**src/include/csr_macros.svh**
```systemverilog
/*
 * Constants of the machine-mode CSR unit: data widths, compressed CSR
 * address indices, system function codes, cause codes and fixed read values.
 * Included by the package and by every module that decodes CSRs.
 */
`ifndef CSR_MACROS_SVH
`define CSR_MACROS_SVH

`define XLEN            32
`define CSR_ADDR_W      5
`define CAUSE_W         5

// compressed CSR address indices, payload bits 4:0
`define CSR_STATUS      5'h00
`define CSR_ISA         5'h01
`define CSR_IE          5'h04
`define CSR_TVEC        5'h05
`define CSR_SCRATCH     5'h08
`define CSR_EPC         5'h09
`define CSR_CAUSE       5'h0A
`define CSR_TVAL        5'h0B
`define CSR_IP          5'h0C
`define CSR_CYCLE       5'h10
`define CSR_CYCLEH      5'h11
`define CSR_INSTRET     5'h12
`define CSR_INSTRETH    5'h13
`define CSR_HARTID      5'h14

// system function in payload bits 11:9
`define CSR_FUN_ECALL   3'b000
`define CSR_FUN_EBREAK  3'b001
`define CSR_FUN_RET     3'b010

`define EXC_IACCESS_VAL 5'd1
`define EXC_ILLEGAL_VAL 5'd2
`define EXC_EBREAK_VAL  5'd3
`define EXC_LMISAL_VAL  5'd4
`define EXC_LACCESS_VAL 5'd5
`define EXC_SMISAL_VAL  5'd6
`define EXC_SACCESS_VAL 5'd7
`define EXC_ECALL_VAL   5'd11

`define INT_MSI_VAL     5'd3
`define INT_MTI_VAL     5'd7
`define INT_MEI_VAL     5'd11

`define ISA_VALUE         32'h40001104    // rv32 i/m/c
`define MSTATUS_MPP_FIXED 2'b11           // only machine mode exists

`endif

```
**src/hdl/csr_pkg.sv**
```systemverilog
/*
 * Types shared by the CSR unit: the fetch misconduct indicator, the CSR
 * operation, the decoded-instruction struct and the exception flag vector.
 */
`include "csr_macros.svh"

package csr_pkg;

    // misconduct reported by the fetch stage
    typedef enum logic [1:0] {
        IMISCON_NONE = 2'b00,
        IMISCON_ILLE = 2'b01,   // illegal encoding
        IMISCON_FERR = 2'b10,   // fetch bus error
        IMISCON_PMAV = 2'b11    // pma violation
    } imiscon_t;

    typedef enum logic [1:0] {
        CSR_OP_NONE  = 2'b00,
        CSR_OP_WRITE = 2'b01,
        CSR_OP_SET   = 2'b10,
        CSR_OP_CLEAR = 2'b11
    } csr_op_t;

    // decoded CSR-unit instruction, already gated by flush and stall
    typedef struct packed {
        csr_op_t                 op;
        logic [`CSR_ADDR_W-1:0]  addr;
        logic                    machine;   // level bits are 11
        logic [1:0]              uclass;    // user-address class
        logic                    mret;
        logic                    ecall;
        logic                    ebreak;
        logic                    commit;
    } csr_dec_t;

    typedef struct packed {
        logic iaccess;
        logic illegal;
        logic ecall;
        logic ebreak;
        logic misaligned;
        logic lsaccess;
    } exc_vec_t;

endpackage

```
**src/hdl/csr_decode.sv**
```systemverilog
/*
 * Decoder of the CSR-unit instruction. Splits the payload into address,
 * level and user-address class, maps the function code to a CSR operation and
 * spots mret, ecall and ebreak. Flush and stall gating happens only here.
 */
`include "csr_macros.svh"

module csr_decode import csr_pkg::*; (
    input  logic        valid_i,
    input  logic        unit_csr_i,
    input  logic        flush_i,
    input  logic        stall_i,
    input  logic [3:0]  function_i,
    input  logic [11:0] payload_i,
    output csr_dec_t    dec_o
);
    logic    csr_ins;    // instruction for this unit
    logic    sys_fun;    // ecall, ebreak or ret
    csr_op_t op;

    assign csr_ins = valid_i & unit_csr_i;
    assign sys_fun = csr_ins & (function_i == 4'b0000);

    always_comb begin
        case (function_i)
            4'b0001: op = CSR_OP_WRITE;
            4'b0010: op = CSR_OP_SET;
            4'b0011: op = CSR_OP_CLEAR;
            default: op = CSR_OP_NONE;
        endcase
    end

    // a flushed instruction never touches a register
    assign dec_o.op      = (csr_ins & ~flush_i) ? op : CSR_OP_NONE;
    assign dec_o.addr    = payload_i[4:0];
    assign dec_o.machine = payload_i[6:5] == 2'b11;
    assign dec_o.uclass  = payload_i[8:7];

    assign dec_o.mret    = sys_fun & ~flush_i & (payload_i[11:9] == `CSR_FUN_RET)
                         & (payload_i[6:5] == 2'b11) & (payload_i[8:7] == 2'b00);
    assign dec_o.ecall   = sys_fun & (payload_i[11:9] == `CSR_FUN_ECALL);
    assign dec_o.ebreak  = sys_fun & (payload_i[11:9] == `CSR_FUN_EBREAK);

    // held instruction retires once, when the stall lifts
    assign dec_o.commit  = valid_i & ~stall_i & ~flush_i;

endmodule

```
**src/hdl/exc_detect.sv**
```systemverilog
/*
 * Synchronous exception detection for the instruction in the memory stage.
 * Collects the fault sources into one flag vector and picks the cause code
 * of the highest-priority exception.
 */
`include "csr_macros.svh"

module exc_detect import csr_pkg::*; (
    input  logic                unit_lsu_i,
    input  logic                store_i,
    input  logic [1:0]          width_i,    // 00 byte, 01 half, 10 word
    input  logic                hresp_i,
    input  imiscon_t            imiscon_i,
    input  logic                valid_i,
    input  logic                rstpp_i,
    input  csr_dec_t            dec_i,
    input  logic [31:0]         addr_i,
    output logic                exception_o,
    output logic                execute_o,
    output logic [`CAUSE_W-1:0] exc_code_o
);
    exc_vec_t exc;
    logic     lsu_op, pma_violation, misaligned;

    assign lsu_op        = valid_i & unit_lsu_i;
    assign pma_violation = imiscon_i == IMISCON_PMAV;
    assign misaligned    = ((width_i == 2'b10) & (|addr_i[1:0]))
                         | ((width_i == 2'b01) & addr_i[0]);

    assign exc.iaccess    = (imiscon_i == IMISCON_FERR) | (pma_violation & ~unit_lsu_i);
    assign exc.illegal    = imiscon_i == IMISCON_ILLE;
    assign exc.ecall      = dec_i.ecall;
    assign exc.ebreak     = dec_i.ebreak;
    assign exc.misaligned = lsu_op & misaligned;
    assign exc.lsaccess   = lsu_op & (hresp_i | pma_violation);

    assign exception_o = |exc;
    // fetch faults count as executed even without a valid instruction
    assign execute_o   = (valid_i | exc.iaccess | exc.illegal) & ~rstpp_i;

    assign exc_code_o = exc.iaccess    ? `EXC_IACCESS_VAL :
                        exc.illegal    ? `EXC_ILLEGAL_VAL :
                        exc.ecall      ? `EXC_ECALL_VAL   :
                        exc.ebreak     ? `EXC_EBREAK_VAL  :
                        exc.misaligned ? (store_i ? `EXC_SMISAL_VAL : `EXC_LMISAL_VAL) :
                                         (store_i ? `EXC_SACCESS_VAL : `EXC_LACCESS_VAL);

endmodule

```
**src/hdl/irq_ctrl.sv**
```systemverilog
/*
 * Interrupt evaluation. Flags a pending interrupt from mie, mip and the
 * global enable, selects the interrupt cause code and forms the exception
 * and interrupt trap-handler addresses from mtvec.
 */
`include "csr_macros.svh"

module irq_ctrl import csr_pkg::*; (
    input  logic [11:0]         mie_i,
    input  logic [11:0]         mip_i,
    input  logic                gie_i,      // mstatus.MIE
    input  logic [`XLEN-1:0]    mtvec_i,
    output logic                int_pending_o,
    output logic [`CAUSE_W-1:0] int_code_o,
    output logic [`XLEN-1:0]    exc_trap_o,
    output logic [`XLEN-1:0]    int_trap_o
);
    logic [11:0]      active;
    logic [`XLEN-1:0] vector_offset;

    assign active        = mie_i & mip_i;
    assign int_pending_o = (|active) & gie_i;

    // external first, then software, timer last
    assign int_code_o = active[11] ? `INT_MEI_VAL :
                        active[3]  ? `INT_MSI_VAL :
                                     `INT_MTI_VAL;

    assign exc_trap_o    = {mtvec_i[31:2], 2'b00};
    assign vector_offset = {{(`XLEN-`CAUSE_W-2){1'b0}}, int_code_o, 2'b00};

    // vectored mode when mtvec bit 0 is set
    assign int_trap_o = mtvec_i[0] ? exc_trap_o + vector_offset : exc_trap_o;

endmodule

```
**src/hdl/csr_counters.sv**
```systemverilog
/*
 * The 64-bit mcycle and minstret counters. mcycle counts every clock,
 * minstret counts committed instructions. A CSR write to one half replaces
 * that half while the other half follows the count.
 */
`include "csr_macros.svh"

module csr_counters import csr_pkg::*; (
    input  logic             clk_i,
    input  logic             reset_i,
    input  csr_dec_t         dec_i,
    input  logic [`XLEN-1:0] wdata_i,
    output logic [63:0]      cycle_o,
    output logic [63:0]      instret_o
);
    logic [63:0] cycle_q, instret_q;
    logic [63:0] cycle_nxt, instret_nxt;
    logic        cnt_wr;

    // counters live in user-address class 10
    assign cnt_wr = (dec_i.op != CSR_OP_NONE) & dec_i.machine & (dec_i.uclass == 2'b10);

    always_comb begin
        cycle_nxt   = cycle_q + 64'd1;
        instret_nxt = dec_i.commit ? instret_q + 64'd1 : instret_q;
        if (cnt_wr && dec_i.addr == `CSR_CYCLE)    cycle_nxt[31:0]    = wdata_i;
        if (cnt_wr && dec_i.addr == `CSR_CYCLEH)   cycle_nxt[63:32]   = wdata_i;
        if (cnt_wr && dec_i.addr == `CSR_INSTRET)  instret_nxt[31:0]  = wdata_i;
        if (cnt_wr && dec_i.addr == `CSR_INSTRETH) instret_nxt[63:32] = wdata_i;
    end

    always_ff @(posedge clk_i) begin
        if (reset_i) begin
            cycle_q   <= '0;
            instret_q <= '0;
        end else begin
            cycle_q   <= cycle_nxt;
            instret_q <= instret_nxt;
        end
    end

    assign cycle_o   = cycle_q;
    assign instret_o = instret_q;

endmodule

```
**src/hdl/csr_regfile.sv**
```systemverilog
/*
 * Machine trap and status registers. Provides the CSR read value and the
 * read-modify-write value, samples the interrupt lines into mip, and
 * applies trap entry, mret and CSR writes in that order of priority.
 */
`include "csr_macros.svh"

module csr_regfile import csr_pkg::*; (
    input  logic                clk_i,
    input  logic                reset_i,
    input  csr_dec_t            dec_i,
    input  logic [`XLEN-1:0]    val_i,
    input  logic [`XLEN-1:0]    epc_i,
    input  logic                meip_i,
    input  logic                mtip_i,
    input  logic                msip_i,
    input  logic                trap_i,         // exception or interrupt taken
    input  logic                interrupted_i,
    input  logic                exc_active_i,   // exception taken, no interrupt
    input  logic [`CAUSE_W-1:0] exc_code_i,
    input  logic [`CAUSE_W-1:0] int_code_i,
    input  logic [63:0]         cycle_i,
    input  logic [63:0]         instret_i,
    output logic [`XLEN-1:0]    rdata_o,
    output logic [`XLEN-1:0]    wdata_o,
    output logic [`XLEN-1:0]    mepc_o,
    output logic [`XLEN-1:0]    mtvec_o,
    output logic [11:0]         mie_o,
    output logic [11:0]         mip_o,
    output logic                gie_o
);
    logic [`XLEN-1:0] mtvec_q, mepc_q, mcause_q, mtval_q, mscratch_q;
    logic [11:0]      mie_q, mip_q;
    logic             st_mie_q, st_mpie_q;      // the only live mstatus bits
    logic [`XLEN-1:0] rdata, wdata;
    logic             wr_en, misaligned;

    assign wr_en      = (dec_i.op != CSR_OP_NONE) & dec_i.machine & (dec_i.uclass == 2'b00);
    assign misaligned = (exc_code_i == `EXC_LMISAL_VAL) | (exc_code_i == `EXC_SMISAL_VAL);

    always_comb begin
        case (dec_i.addr)
            `CSR_STATUS:   rdata = {19'b0, `MSTATUS_MPP_FIXED, 3'b0, st_mpie_q,
                                    3'b0, st_mie_q, 3'b0};
            `CSR_ISA:      rdata = `ISA_VALUE;
            `CSR_IE:       rdata = {20'b0, mie_q};
            `CSR_TVEC:     rdata = mtvec_q;
            `CSR_SCRATCH:  rdata = mscratch_q;
            `CSR_EPC:      rdata = mepc_q;
            `CSR_CAUSE:    rdata = mcause_q;
            `CSR_TVAL:     rdata = mtval_q;
            `CSR_IP:       rdata = {20'b0, mip_q};
            `CSR_CYCLE:    rdata = cycle_i[31:0];
            `CSR_CYCLEH:   rdata = cycle_i[63:32];
            `CSR_INSTRET:  rdata = instret_i[31:0];
            `CSR_INSTRETH: rdata = instret_i[63:32];
            default:       rdata = '0;      // mhartid and unknown addresses
        endcase
    end

    always_comb begin
        case (dec_i.op)
            CSR_OP_WRITE: wdata = val_i;
            CSR_OP_SET:   wdata = val_i | rdata;
            CSR_OP_CLEAR: wdata = ~val_i & rdata;
            default:      wdata = rdata;
        endcase
    end

    always_ff @(posedge clk_i) begin
        if (reset_i) begin
            {st_mie_q, st_mpie_q} <= 2'b00;
            {mie_q, mip_q}        <= '0;
            mtvec_q    <= '0;
            mepc_q     <= '0;
            mcause_q   <= '0;
            mtval_q    <= '0;
            mscratch_q <= '0;
        end else begin
            mip_q <= {meip_i, 3'b0, mtip_i, 3'b0, msip_i, 3'b0};   // sampled every cycle
            if (trap_i) begin
                st_mpie_q <= st_mie_q;
                st_mie_q  <= 1'b0;
                mepc_q    <= epc_i;
                mcause_q  <= {interrupted_i, 26'b0, interrupted_i ? int_code_i : exc_code_i};
                if (exc_active_i) begin
                    mtval_q <= misaligned ? val_i : '0;    // faulting address
                end
            end else if (dec_i.mret) begin
                st_mie_q  <= st_mpie_q;
                st_mpie_q <= 1'b1;
            end else if (wr_en) begin
                case (dec_i.addr)
                    `CSR_STATUS: begin
                        st_mie_q  <= wdata[3];
                        st_mpie_q <= wdata[7];
                    end
                    `CSR_IE:      mie_q      <= {wdata[11], 3'b0, wdata[7], 3'b0, wdata[3], 3'b0};
                    `CSR_TVEC:    mtvec_q    <= {wdata[31:2], 1'b0, wdata[0]};
                    `CSR_SCRATCH: mscratch_q <= wdata;
                    `CSR_EPC:     mepc_q     <= wdata;
                    `CSR_CAUSE:   mcause_q   <= wdata;
                    `CSR_TVAL:    mtval_q    <= wdata;
                    default: ;
                endcase
            end
        end
    end

    assign rdata_o = rdata;
    assign wdata_o = wdata;
    assign mepc_o  = mepc_q;
    assign mtvec_o = mtvec_q;
    assign mie_o   = mie_q;
    assign mip_o   = mip_q;
    assign gie_o   = st_mie_q;

endmodule

```
**src/hdl/csr_unit.sv**
```systemverilog
/*
 * Machine-mode CSR unit of the memory-access stage. Connects the decoder,
 * exception and interrupt logic, counters and trap/status registers.
 */
`include "csr_macros.svh"

module csr_unit import csr_pkg::*; (
    input  logic             clk_i,
    input  logic             reset_i,
    input  logic             valid_i,
    input  logic             unit_csr_i,
    input  logic             unit_lsu_i,
    input  logic             store_i,
    input  logic [1:0]       width_i,
    input  logic [3:0]       function_i,
    input  logic [11:0]      payload_i,
    input  logic [`XLEN-1:0] val_i,         // result from execute, also lsu address
    input  logic [`XLEN-1:0] epc_i,         // trap return address
    input  logic             stall_i,
    input  logic             flush_i,
    input  logic             rstpp_i,
    input  logic             hresp_i,
    input  imiscon_t         imiscon_i,
    input  logic             interrupted_i,
    input  logic             meip_i,
    input  logic             mtip_i,
    input  logic             msip_i,
    output logic [`XLEN-1:0] csr_rdata_o,
    output logic [`XLEN-1:0] exc_trap_o,
    output logic [`XLEN-1:0] int_trap_o,
    output logic [`XLEN-1:0] mepc_o,
    output logic             mret_o,
    output logic             exception_o,
    output logic             int_pending_o
);
    csr_dec_t            dec;
    logic                exception, execute, exc_active, trap, gie;
    logic [`CAUSE_W-1:0] exc_code, int_code;
    logic [`XLEN-1:0]    wdata, mtvec;
    logic [11:0]         mie, mip;
    logic [63:0]         cycle, instret;

    // an interrupt approval wins over a simultaneous exception
    assign exc_active  = exception & execute & ~interrupted_i;
    assign trap        = interrupted_i | (exception & execute);
    assign mret_o      = dec.mret;
    assign exception_o = exception;

    csr_decode csr_decode_inst (
        .valid_i(valid_i), .unit_csr_i(unit_csr_i), .flush_i(flush_i), .stall_i(stall_i),
        .function_i(function_i), .payload_i(payload_i), .dec_o(dec));

    exc_detect exc_detect_inst (
        .unit_lsu_i(unit_lsu_i), .store_i(store_i), .width_i(width_i), .hresp_i(hresp_i),
        .imiscon_i(imiscon_i), .valid_i(valid_i), .rstpp_i(rstpp_i), .dec_i(dec),
        .addr_i(val_i), .exception_o(exception), .execute_o(execute),
        .exc_code_o(exc_code));

    irq_ctrl irq_ctrl_inst (
        .mie_i(mie), .mip_i(mip), .gie_i(gie), .mtvec_i(mtvec),
        .int_pending_o(int_pending_o), .int_code_o(int_code),
        .exc_trap_o(exc_trap_o), .int_trap_o(int_trap_o));

    csr_counters csr_counters_inst (
        .clk_i(clk_i), .reset_i(reset_i), .dec_i(dec), .wdata_i(wdata),
        .cycle_o(cycle), .instret_o(instret));

    csr_regfile csr_regfile_inst (
        .clk_i(clk_i), .reset_i(reset_i), .dec_i(dec), .val_i(val_i), .epc_i(epc_i),
        .meip_i(meip_i), .mtip_i(mtip_i), .msip_i(msip_i), .trap_i(trap),
        .interrupted_i(interrupted_i), .exc_active_i(exc_active), .exc_code_i(exc_code),
        .int_code_i(int_code), .cycle_i(cycle), .instret_i(instret),
        .rdata_o(csr_rdata_o), .wdata_o(wdata), .mepc_o(mepc_o), .mtvec_o(mtvec),
        .mie_o(mie), .mip_o(mip), .gie_o(gie));

endmodule

```
**config.mk**
```make
export PLATFORM = sky130hd
export DESIGN_NAME = csr_unit
export DESIGN_NICKNAME = d
export VERILOG_FILES = /design/src/hdl/csr_pkg.sv /design/src/hdl/csr_decode.sv /design/src/hdl/exc_detect.sv /design/src/hdl/irq_ctrl.sv /design/src/hdl/csr_counters.sv /design/src/hdl/csr_regfile.sv /design/src/hdl/csr_unit.sv
export VERILOG_INCLUDE_DIRS = /design/src /design/src/include
export SDC_FILE = /design/constraint.sdc
export NUM_CORES = 1
export LEC_CHECK = 0
export BUFFER_PORTS_ARGS = -buffer_cell sky130_fd_sc_hd__buf_2
export CAP_MARGIN = 20
export CORE_MARGIN = 2
export CORE_UTILIZATION = 36
export DETAILED_ROUTE_END_ITERATION = 10
export PLACE_DENSITY = 0.51
export SKIP_LAST_GASP = 1
export SLEW_MARGIN = 20
export SYNTH_ARGS = -nofsm -noshare
export SYNTH_HDL_FRONTEND = slang
export SYNTH_SLANG_ARGS = --single-unit
export TNS_END_PERCENT = 20
```
**constraint.sdc**
```tcl
create_clock -name clk_i -period 2.9 [get_ports clk_i]
set_clock_uncertainty 0.05 [all_clocks]
set_input_delay 0.58 -clock clk_i [delete_from_list [all_inputs] [get_ports clk_i]]
set_output_delay 0.58 -clock clk_i [all_outputs]
set_load 0.02 [all_outputs]
```
# --- After elaboration in Yosys (flattened, before gate mapping) ---
# Cells that the tools add are included.
word_totals:
  in_bits: 98
  word_cells: 163
  output_inout_bits: 131
  reg_bits: 304
op_classes:
  n_mux: 41
  n_addsub: 3
  reduce_logical: 32
  eq_ne: 31
  bitwise_logic: 42
ops:
  columns: ["op", "count"]
  rows:
  - ["$mux W32", 19]
  - ["$pmux W32 S13", 1]
  - ["$add A64 B1 Y64 const B", 2]
  - ["$pmux W32 S3", 1]
  - ["$mux W64", 1]
  - ["$mux W5", 7]
  - ["$add A32 B7 Y32", 1]
  - ["$and A32 B32 Y32", 1]
  - ["$not A32 Y32", 1]
  - ["$or A32 B32 Y32", 1]
  - ["$eq A5 B4 Y1 const B", 5]
  - ["$and A1 B1 Y1", 24]
  - ["$eq A5 B3 Y1 const B", 4]
  - ["$eq A5 B5 Y1 const B", 4]
  - ["$reduce_bool A2 Y1", 9]
  - ["$reduce_and A4 Y1", 4]
  - ["$eq A2 B2 Y1 const B", 7]
  - ["$and A12 B12 Y12", 1]
  - ["$reduce_or A12 Y1", 1]
  - ["$reduce_and A3 Y1", 3]
  - ["$eq A4 B2 Y1 const B", 2]
  - ["$mux W1", 7]
  - ["$not A1 Y1", 7]
  - ["$or A1 B1 Y1", 7]
  - ["19 further kinds", 29]

# --- Depth between registers and ports, before layout ---
# Gate-level depths: netlist of the first run.
logic_depth:
  depth_word: 14
  mapped_depth: 11
  ltp_nobuf: 10

# --- Modules after synthesis ---
# From an unflattened synthesis of the first run, not the netlist that was laid out.
unflattened:
  cells_unflattened: 2415
  hier_area_um2: 19128.3
modules_own_cells:
  columns: ["module", "cells_each", "instances", "area_per_inst_um2", "seq_area_each_um2"]
  rows:
  - ["csr_regfile", 1299, 1, 10336.2, 3343.2]
  - ["csr_counters", 928, 1, 7418.4, 2562.5]
  - ["irq_ctrl", 143, 1, 1067.3, 0.0]
  - ["csr_decode", 21, 1, 162.7, 0.0]
  - ["exc_detect", 22, 1, 126.4, 0.0]
  - ["csr_unit", 2, 1, 17.5, 0.0]

# --- Worst setup path before layout of the first run ---
# OpenSTA, ideal clock, no wires.
synth_path:
  path_kind: "register to output"
  from: "register csr_regfile_inst.mie_q[11] (netlist: csr_regfile_inst.mie_o[11])"
  to: "output int_trap_o[16]"
  setup_slack_ps: 7
  path_stages_with_launch: 11
  path_buffers: 0
  required_ps: 2270
  arrival_time_ps: 2263
  path_cell_list: "dfxtp_1 and2_1 a21oi_1 ha_1 nor2b_1 o21ai_0 a21oi_1 nand2_1 or2_2 nor2_1 xor2_1"
synth_between:
  elab_chain_cells: 4
synth_rtl:
  columns: ["item", "line_no", "text"]
  rows:
  - ["start: declaration", "csr_regfile.sv:33", "logic [11:0] mie_q, mip_q;"]
  - ["start signal: assignment", "csr_regfile.sv:98", "`CSR_IE: mie_q <= {wdata[11], 3'b0, wdata[7], 3'b0, wdata[3], 3'b0};"]
  - ["$and A12 B12 Y12", "irq_ctrl.sv:21", "assign active = mie_i & mip_i;"]
  - ["$mux W5 (no source line)", null, null]
  - ["$add A32 B7 Y32", "irq_ctrl.sv:33", "assign int_trap_o = mtvec_i[0] ? exc_trap_o + vector_offset : exc_trap_o;"]
  - ["$mux W32", "irq_ctrl.sv:33", null]
  - ["end: declaration", "csr_unit.sv:30", "output logic [`XLEN-1:0] int_trap_o,"]
# Every way passes these cells.

# --- Final worst setup path of the first run ---
layout_path:
  from: "input payload_i[1]"
  to: "output csr_rdata_o[17]"
layout_between:
  elab_chain_cells: 2
  elab_cells_between_ends: 14
  cone_classes: "eq/ne: 12; mux: 1; reduce/logical: 1"
layout_rtl:
  columns: ["item", "line_no", "text"]
  rows:
  - ["start: declaration", "csr_unit.sv:16", "input logic [11:0] payload_i,"]
  - ["$eq A5 B5 Y1, or another cell as far along", "csr_regfile.sv:42", "case (dec_i.addr)"]
  - ["$pmux W32 S13 *", "csr_regfile.sv:42", null]
  - ["end: declaration", "csr_unit.sv:28", "output logic [`XLEN-1:0] csr_rdata_o,"]
# Mark *: on every way between the ends. The rest lies on a longest branch, timed or not.

==> results of run 1 <==
kinds of logic after synthesis:
kind of cell / after synthesis
mux: 53
compound gates: 615
xor+xnor: 156
buf+inv: 225
other cells: 1
flops: 295
fa+ha+maj: 5
simple gates: 816
state kept, by name (all words and copies together) (netlist names):
| name | flops |
|---|---|
| csr_regfile_inst.mtvec_o | 31 |
| csr_regfile_inst.mcause_q | 32 |
| csr_regfile_inst.mepc_o | 32 |
| csr_regfile_inst.st_mpie_q | 1 |
| csr_regfile_inst.mtval_q | 32 |
| csr_regfile_inst.gie_o | 1 |
| csr_regfile_inst.mie_o | 3 |
| csr_counters_inst.instret_o | 64 |
| csr_counters_inst.cycle_o | 64 |
| csr_regfile_inst.mip_o | 3 |
| csr_regfile_inst.mscratch_q | 32 |
stage by stage:
stage / area [um2] / hold slack, ps / setup TNS (ps) / std cells
2_1_floorplan: 17100 / 365 / 0 / 2169
3_3_place_gp: 21400 / 373 / -62640 / 3180
3_5_place_dp: 21400 / 378 / -63880 / 3180
4_1_cts: 22900 / 169 / -14560 / 3250
5_1_grt: 23000 / 201 / -17010 / 3250
6_report: 23000 / 182 / -13060 / 3251
layout by cell type (no fill, tap or decap), drive strengths merged, types with 6 or more instances in the layout:
master	instances
a2111oi	11
nand3	102
nand3b	7
nor3	50
clkbuf	55
and2	21
nand4	44
a22o	11
dfxtp	295
o21a	7
a2bb2oi	8
xnor2	89
clkinv	6
mux2i	38
a211o	9
a21oi	122
or2	9
nand2b	15
a31oi	10
o21ai	180
a32oi	8
inv	37
a22oi	64
and3	85
and4	14
nor4	20
buf	598
mux2	14
nand2	219
xor2	67
a221oi	22
a211oi	91
nor2b	11
nor2	190
o22ai	31
layer usage:
layer  global-route usage  routed length (um)  share of wire
met5                    0                   0              0
met4                0.121                2850          0.033
met3               0.0588                8210          0.096
met2                0.522               37600           0.44
met1                0.472               36700           0.43
worst min path at each step:
| stage | startpoint | end | slack [ps] |
|---|---|---|---|
| after global placement | csr_regfile_inst.mscratch_q[2]$_SDFFE_PP0P_ | csr_regfile_inst.mscratch_q[2]$_SDFFE_PP0P_ | 370 |
| final | msip_i | csr_regfile_inst.mip_o[3]$_SDFF_PP0_ | 180 |
| after CTS | msip_i | csr_regfile_inst.mip_o[3]$_SDFF_PP0_ | 170 |
| after global routing | meip_i | csr_regfile_inst.mip_o[11]$_SDFF_PP0_ | 200 |
| after floorplan | csr_regfile_inst.mscratch_q[2]$_SDFFE_PP0P_ | csr_regfile_inst.mscratch_q[2]$_SDFFE_PP0P_ | 360 |
| after detailed placement | csr_regfile_inst.mscratch_q[2]$_SDFFE_PP0P_ | csr_regfile_inst.mscratch_q[2]$_SDFFE_PP0P_ | 380 |
timing repair:
item | 4_1_cts | 5_1_grt
pin swaps | 15 | 13
endpoints found under the setup margin | 69 | 83
setup buffers | 6 | 0
gates resized for setup | 49 | 29
report_power, final:
| part | switching, mW | total (mW) | internal, mW |
|---|---|---|---|
| Combinational | 0.662 | 1.09 | 0.426 |
| Clock | 1.92 | 4.86 | 2.94 |
| Sequential | 0.0755 | 4.20 | 4.13 |
final cells by class:
cell class	instances	share of cell area
clock buffer	54	0.0488
antenna	1	0.000109
tap	607	0.0330
sequential	295	0.257
multi-input combinational	1649	0.453
timing repair buffer	599	0.196
clock inverter	10	0.00577
inverter	36	0.00588
==> reports/metrics.cfg, run 1 <==
[route]
via_per_inst=5.94
routed_wl_um=85300
first_pass_iters=8
vias=19300
drt-initial-drc-count=2104
wire_per_inst_um=26.2
drtAntennaViolNets=0
drc_errors=0

[pwr]
p_per_area_mw_per_mm2=442
finalPower_mw=10.2
ir_drop_v=0.000332
p_leak_nw=9.61

[clock_network]
cts_hold_buf=0
cts_max_path_buffers=3
htreeDepth=2
cts_sinks=295
root_buffer=clkbuf_16
cts_tree=yes
clk_latency_ps=560
cts_made_buffers=37
clkTransAtPathRegs_ps=60

[logic_synthesis]
yosys.area_share.xor_xnor=0.0798
synth_top_family_by_area=simple AND/OR/NAND/NOR gates
ys_ff_latch=295
yosys.cell_types.count=89
yosysWarnings=0
synth_area_leader_cell=dfxtp_1
synth-compound-area-share=0.235
synth-edff-count=0
synth_area_leaders=dfxtp_1 34%, o21ai_0 5.0%, nand2_1 4.8%
yosysSeqAreaShare=0.345
synthMuxAreaShare=0.0327
ys_async_sr_fraction=0
synth-main-ff-cell=dfxtp_1
yosysMostFrequentCell=dfxtp_1
synthAdderAreaFrac=0.00365
synth_commonest_cells=295 x dfxtp_1, 219 x nand2_1, 190 x nor2_1
syn_inst=2166
syn_avg_cell_area_um2=7.90
synth_area_mm2=0.0171
synth_top_area_share=0.345
yosys.area_share.simple=0.241

[placed_design]
place_congestion=1.01
pre_cts_slack_ps=-632
hpwl_um=65900
io_buffers=224

[hold_path]
min_path_cells=2
hold_class=in2reg

[setup_path]
cp_cell_sequence=buf_2 > buf_12 > or4b_4 > buf_4 > o22ai_1 > a21oi_1 > and3_1 > inv_1 > buf_2
crit_path_max_incr_delay_ps=630
crit_cells=9
rr_endpoint=csr_counters_inst.instret_o[57]$_SDFFE_PP0P_
worstPathArrival_ps=2670
cp_max_fo=8
critPathLaunchType=primary input
reg2reg_from=csr_counters_inst.instret_o[29]$_SDFFE_PP0P_
crit_type=in2out
timing.critical_path.to_type=output port
endpoint=csr_rdata_o[17]
r2r_slack_ps=180
r2r_cells=7
cp_common_cell=buf_2
crit_path_start=payload_i[1]
critPathBufInv=5
cp_slowest_cell=or4b_4
cp.required_ps=2270
crit_family=simple AND/OR/NAND/NOR gates

[grt]
grtUsageTotal=0.338
overflow=0
antenna_found_initial=1
first_global_vias=18300
grt_pass1_wl_um=124000
grt_max_degree=64

[sta]
period_share=1.14
finalSetupViolCount=62
hold_viol_final=0
period_minus_slack_ps=3300
slew_headroom=0.437
setup_slack_ps=-399
slew_viol_final=0
tightest_slew_ps=832
grt_setup_unrepaired=true
fmax_mhz=303

[cells_and_area]
layout-drive-gt1-share=0.284
area_growth_pct=34.2
multiInputGateArea_mm2=0.0104
ff_latch_area_mm2=0.00591
fillers=4632
fin_nets=2721
fin_util=0.492

[die]
rows=79
chipWidth_um=222
start_util=0.366
dieArea_mm2=0.0493
core_area_mm2=0.0468
num_io_pins=229
die_h_um=222

[run_status]
outcome=complete, but fails checks
violations=setup timing

[flow_run]
maxCapViolCount=0

Note: power is estimated with default switching activity, not from simulation.
==> inputs of run 2 (changes only) <==
--- a/config.mk
+++ b/config.mk
@@ -6,12 +6,13 @@
 export SDC_FILE = /design/constraint.sdc
 export NUM_CORES = 1
 export LEC_CHECK = 0
+export ABC_AREA = 1
 export BUFFER_PORTS_ARGS = -buffer_cell sky130_fd_sc_hd__buf_2
 export CAP_MARGIN = 20
 export CORE_MARGIN = 2
 export CORE_UTILIZATION = 36
 export DETAILED_ROUTE_END_ITERATION = 10
-export PLACE_DENSITY = 0.51
+export PLACE_DENSITY = 0.5
 export SKIP_LAST_GASP = 1
 export SLEW_MARGIN = 20
 export SYNTH_ARGS = -nofsm -noshare
==> run 2 against run 1 <==
  * The flow still finishes with violations (setup timing)
  * Register-to-register slack gained 220 ps
  * Design area increased by 12%
  * Sequential cell count stayed put
  * Via count increased by 29%
  * Synthesized cell count is 61% higher
  * Critical path type is now reg2out
  * Critical endpoint is now int_trap_o[28]
  * Largest cell class unchanged
==> reports/metrics.cfg, run 2 <==
[sta]
setup_slack_ps=-409  ; -10.1 ps
finalSetupViolCount=33  ; -47%
hold_viol_final=0  ; unchanged
grt_setup_unrepaired=true
timing.hold.ws_ps=137  ; -45.3 ps
slew_viol_final=0  ; unchanged
period_minus_slack_ps=3310  ; +10.1 ps
slew_headroom=0.606  ; +0.169
period_share=1.14  ; +0.00347
fin_setup_tns_ps=-7170  ; +5890 ps
tightest_slew_ps=586  ; -246 ps
fmax_mhz=302  ; -0.30%

[pwr]
p_per_area_mw_per_mm2=407  ; -8.0%
swShare=0.278  ; +0.0168
intPower_mw=7.55  ; +0.69%
ir_drop_v=0.000366  ; +10%
comb_power_share=0.097  ; -0.010
seq_power_share=0.401  ; -0.013
pwr-share-clk=0.502  ; +0.023
p_leak_nw=11.5  ; +20%
p_switching_mw=2.91  ; +9.7%

[setup_path]
cp_max_fo=4  ; -4
timing.critical_path.to_type=output port
worstPathArrival_ps=2680  ; about the same
crit_path_max_incr_delay_ps=330  ; -300 ps
crit_type=reg2out
cp_slowest_cell=dfxtp_2
critPathLaunchType=flip-flop
r2r_cells=11  ; +4
cp_cell_sequence=inv_2 > o21ai_4 > inv_2 > ha_4 > a21oi_2 > nor2_2 > nor2_2 > nor2_2 > buf_4 > nand3_2 > nand3b_1 > xor2_1 > buf_4
cp.required_ps=2270  ; about the same
cp_common_cell=nor2_2

[logic_synthesis]
syn_avg_cell_area_um2=5.94  ; -25%
synth-edff-count=0  ; unchanged
ys_ff_latch=295  ; unchanged
synth_area_leader_cell=dfxtp_1
synth-main-ff-cell=dfxtp_1
yosysMostFrequentCell=nand2_1
synth_top_area_share=0.286  ; -0.0591
synth_commonest_cells=1025 x nand2_1, 574 x nor2_1, 358 x inv_1
syn_inst=3478  ; +61%
yosys.cell_types.count=49  ; -45%
yosysSeqAreaShare=0.286  ; -0.0591
synth_area_mm2=0.0207  ; +21%
synth_area_leaders=dfxtp_1 29%, nand2_1 19%, nor2_1 10%
yosysWarnings=0  ; unchanged
ys_async_sr_fraction=0  ; unchanged

[route]
wire_per_inst_um=24.0  ; -8.4%
vias=25000  ; +29%
drt-initial-drc-count=3057  ; +45%
drtAntennaViolNets=0  ; unchanged
drc_errors=0  ; unchanged
via_per_inst=5.40  ; -9.0%
routed_wl_um=111000  ; +30%
first_pass_iters=5  ; -3

[flow_run]
maxCapViolCount=0  ; unchanged

[cells_and_area]
design_area_mm2=0.0257  ; +12%
final_cell_mix=1018 x nand2_1, 567 x nor2_1, 353 x inv_1
area_growth_pct=24.5
fin_nets=3937  ; +45%
final_common_cell=nand2_1
layout-drive-gt1-share=0.192  ; -0.0914
final_cells=4619  ; +42%

[clock_network]
cts_sinks=295  ; unchanged
htreeDepth=2  ; unchanged
cts_tree=yes
clkTransAtPathRegs_ps=60  ; about the same
clk_latency_ps=600  ; +40 ps
root_buffer=clkbuf_16
cts_max_path_buffers=3  ; unchanged
cts_made_buffers=40  ; +8.1%

[grt]
top_usage_layer=met2
grtUsageTotal=0.362  ; +0.0240
antenna_found_initial=4  ; +3
first_global_vias=23200  ; +27%
grtUsageMet3=0.0487  ; -0.0101
grt_use_met1=0.496  ; +0.0245
grt.met2_usage=0.560  ; +0.0380
overflow=0  ; unchanged
grt_max_degree=98  ; +53%
grt_pass1_wl_um=159000  ; +28%

[placed_design]
place_congestion=0.991  ; -2.1%
io_buffers=224  ; unchanged
placed_cell_area_mm2=0.0241  ; +13%
dp_cells=4542  ; +43%
hpwl_um=85500  ; +30%

[hold_path]
min_path_cells=3  ; +1
hold_class=in2reg

[run_status]
outcome=complete, but fails checks
violations=setup timing

[die]
start_util=0.365  ; -0.00123
num_io_pins=229  ; unchanged
die_h_um=244  ; +9.7%
chipWidth_um=244  ; +9.7%
dieArea_mm2=0.0593  ; +20%
rows=87  ; +10%
core_area_mm2=0.0566  ; +21%

## run 2: cell count changes in the layout (fill, tap and decap cells not counted), sizes merged, moves of 38 or more
cell    change
a211oi     -91
a21oi      +78
a22oi      -64
and3       -85
buf       -111
inv       +326
mux2i      -38
nand2     +872
nand3     +108
nor2      +412
o21ai      +82
xnor2      -65
## run 2: layout make-up
type	count	area (um2)
Sequential cell	295	5910
Fill cell	6164	30900
Multi-Input combinational cell	2646	12500
Inverter	364	1370
Clock buffer	54	1160
Tap cell	756	946
Clock inverter	16	204
Timing Repair Buffer	487	3600
Antenna cell	1	2.50
## run 2: stage by stage
stage	util	setup slack, ps	total power, mW
2_1_floorplan	-	114	4.80
3_3_place_gp	0.426	-156	5.26
3_5_place_dp	0.426	-187	5.27
4_1_cts	0.452	-431	10.5
5_1_grt	0.454	-545	10.7
6_report	0.454	-409	10.5
## run 2: worst max-delay path: cells and delay by family (launching register included)
kind	cells	cell delay, ps
XOR/XNOR	1	190
adder cells (fa/ha/maj)	1	290
AND/OR/NAND/NOR	5	630
flip-flops	1	330
AO/OA/AOI/OAI	2	210
buffers and inverters	4	430
## run 2: metal layers
metal | share of wire | vias up
met5 | 0 | -
met4 | 0.054 | 0
met3 | 0.086 | 239
met2 | 0.43 | 1271
met1 | 0.43 | 11800
li1 | - | 11700
## run 2: final timing paths
check | start | endpoint | slack, ps
setup / recovery | csr_regfile_inst.mie_o[3]$_SDFFE_PP0P_ | int_trap_o[28] | -410
hold / removal | mtip_i | csr_regfile_inst.mip_o[7]$_SDFF_PP0_ | 140
setup reg to reg | csr_counters_inst.instret_o[2]$_SDFFE_PP0P_ | csr_counters_inst.instret_o[47]$_SDFFE_PP0P_ | 400
hold reg to reg | csr_regfile_inst.mscratch_q[21]$_SDFFE_PP0P_ | csr_regfile_inst.mscratch_q[21]$_SDFFE_PP0P_ | 410
## run 2: cells by family after synthesis
kind of cell	synth area share
AOI/OAI and AO/OA	0.118
other	0.000182
xor gates and xnor gates	0.0360
adders and majority gates	0.00303
buffers and inverters	0.116
DFF	0.286
and+or+nand+nor	0.441
## run 2: power groups by stage
| stage | Clock [mW] | Sequential (mW) | Combinational, mW |
|---|---|---|---|
| 4_1_cts | 5.29 | 4.19 | 1.00 |
| 3_3_place_gp | 0 | 4.28 | 0.983 |
| 5_1_grt | 5.45 | 4.20 | 1.08 |
| 6_report | 5.26 | 4.19 | 1.02 |
| 2_1_floorplan | 0 | 4.31 | 0.490 |
| 3_5_place_dp | 0 | 4.28 | 0.996 |
## run 2: repair_timing
item / in CTS / in global routing
hold buffers: 0 / 0
buffers inserted: 2 / 4
resized for setup: 22 / 28
endpoints found under the setup margin: 29 / 39
pin swaps: 5 / 14
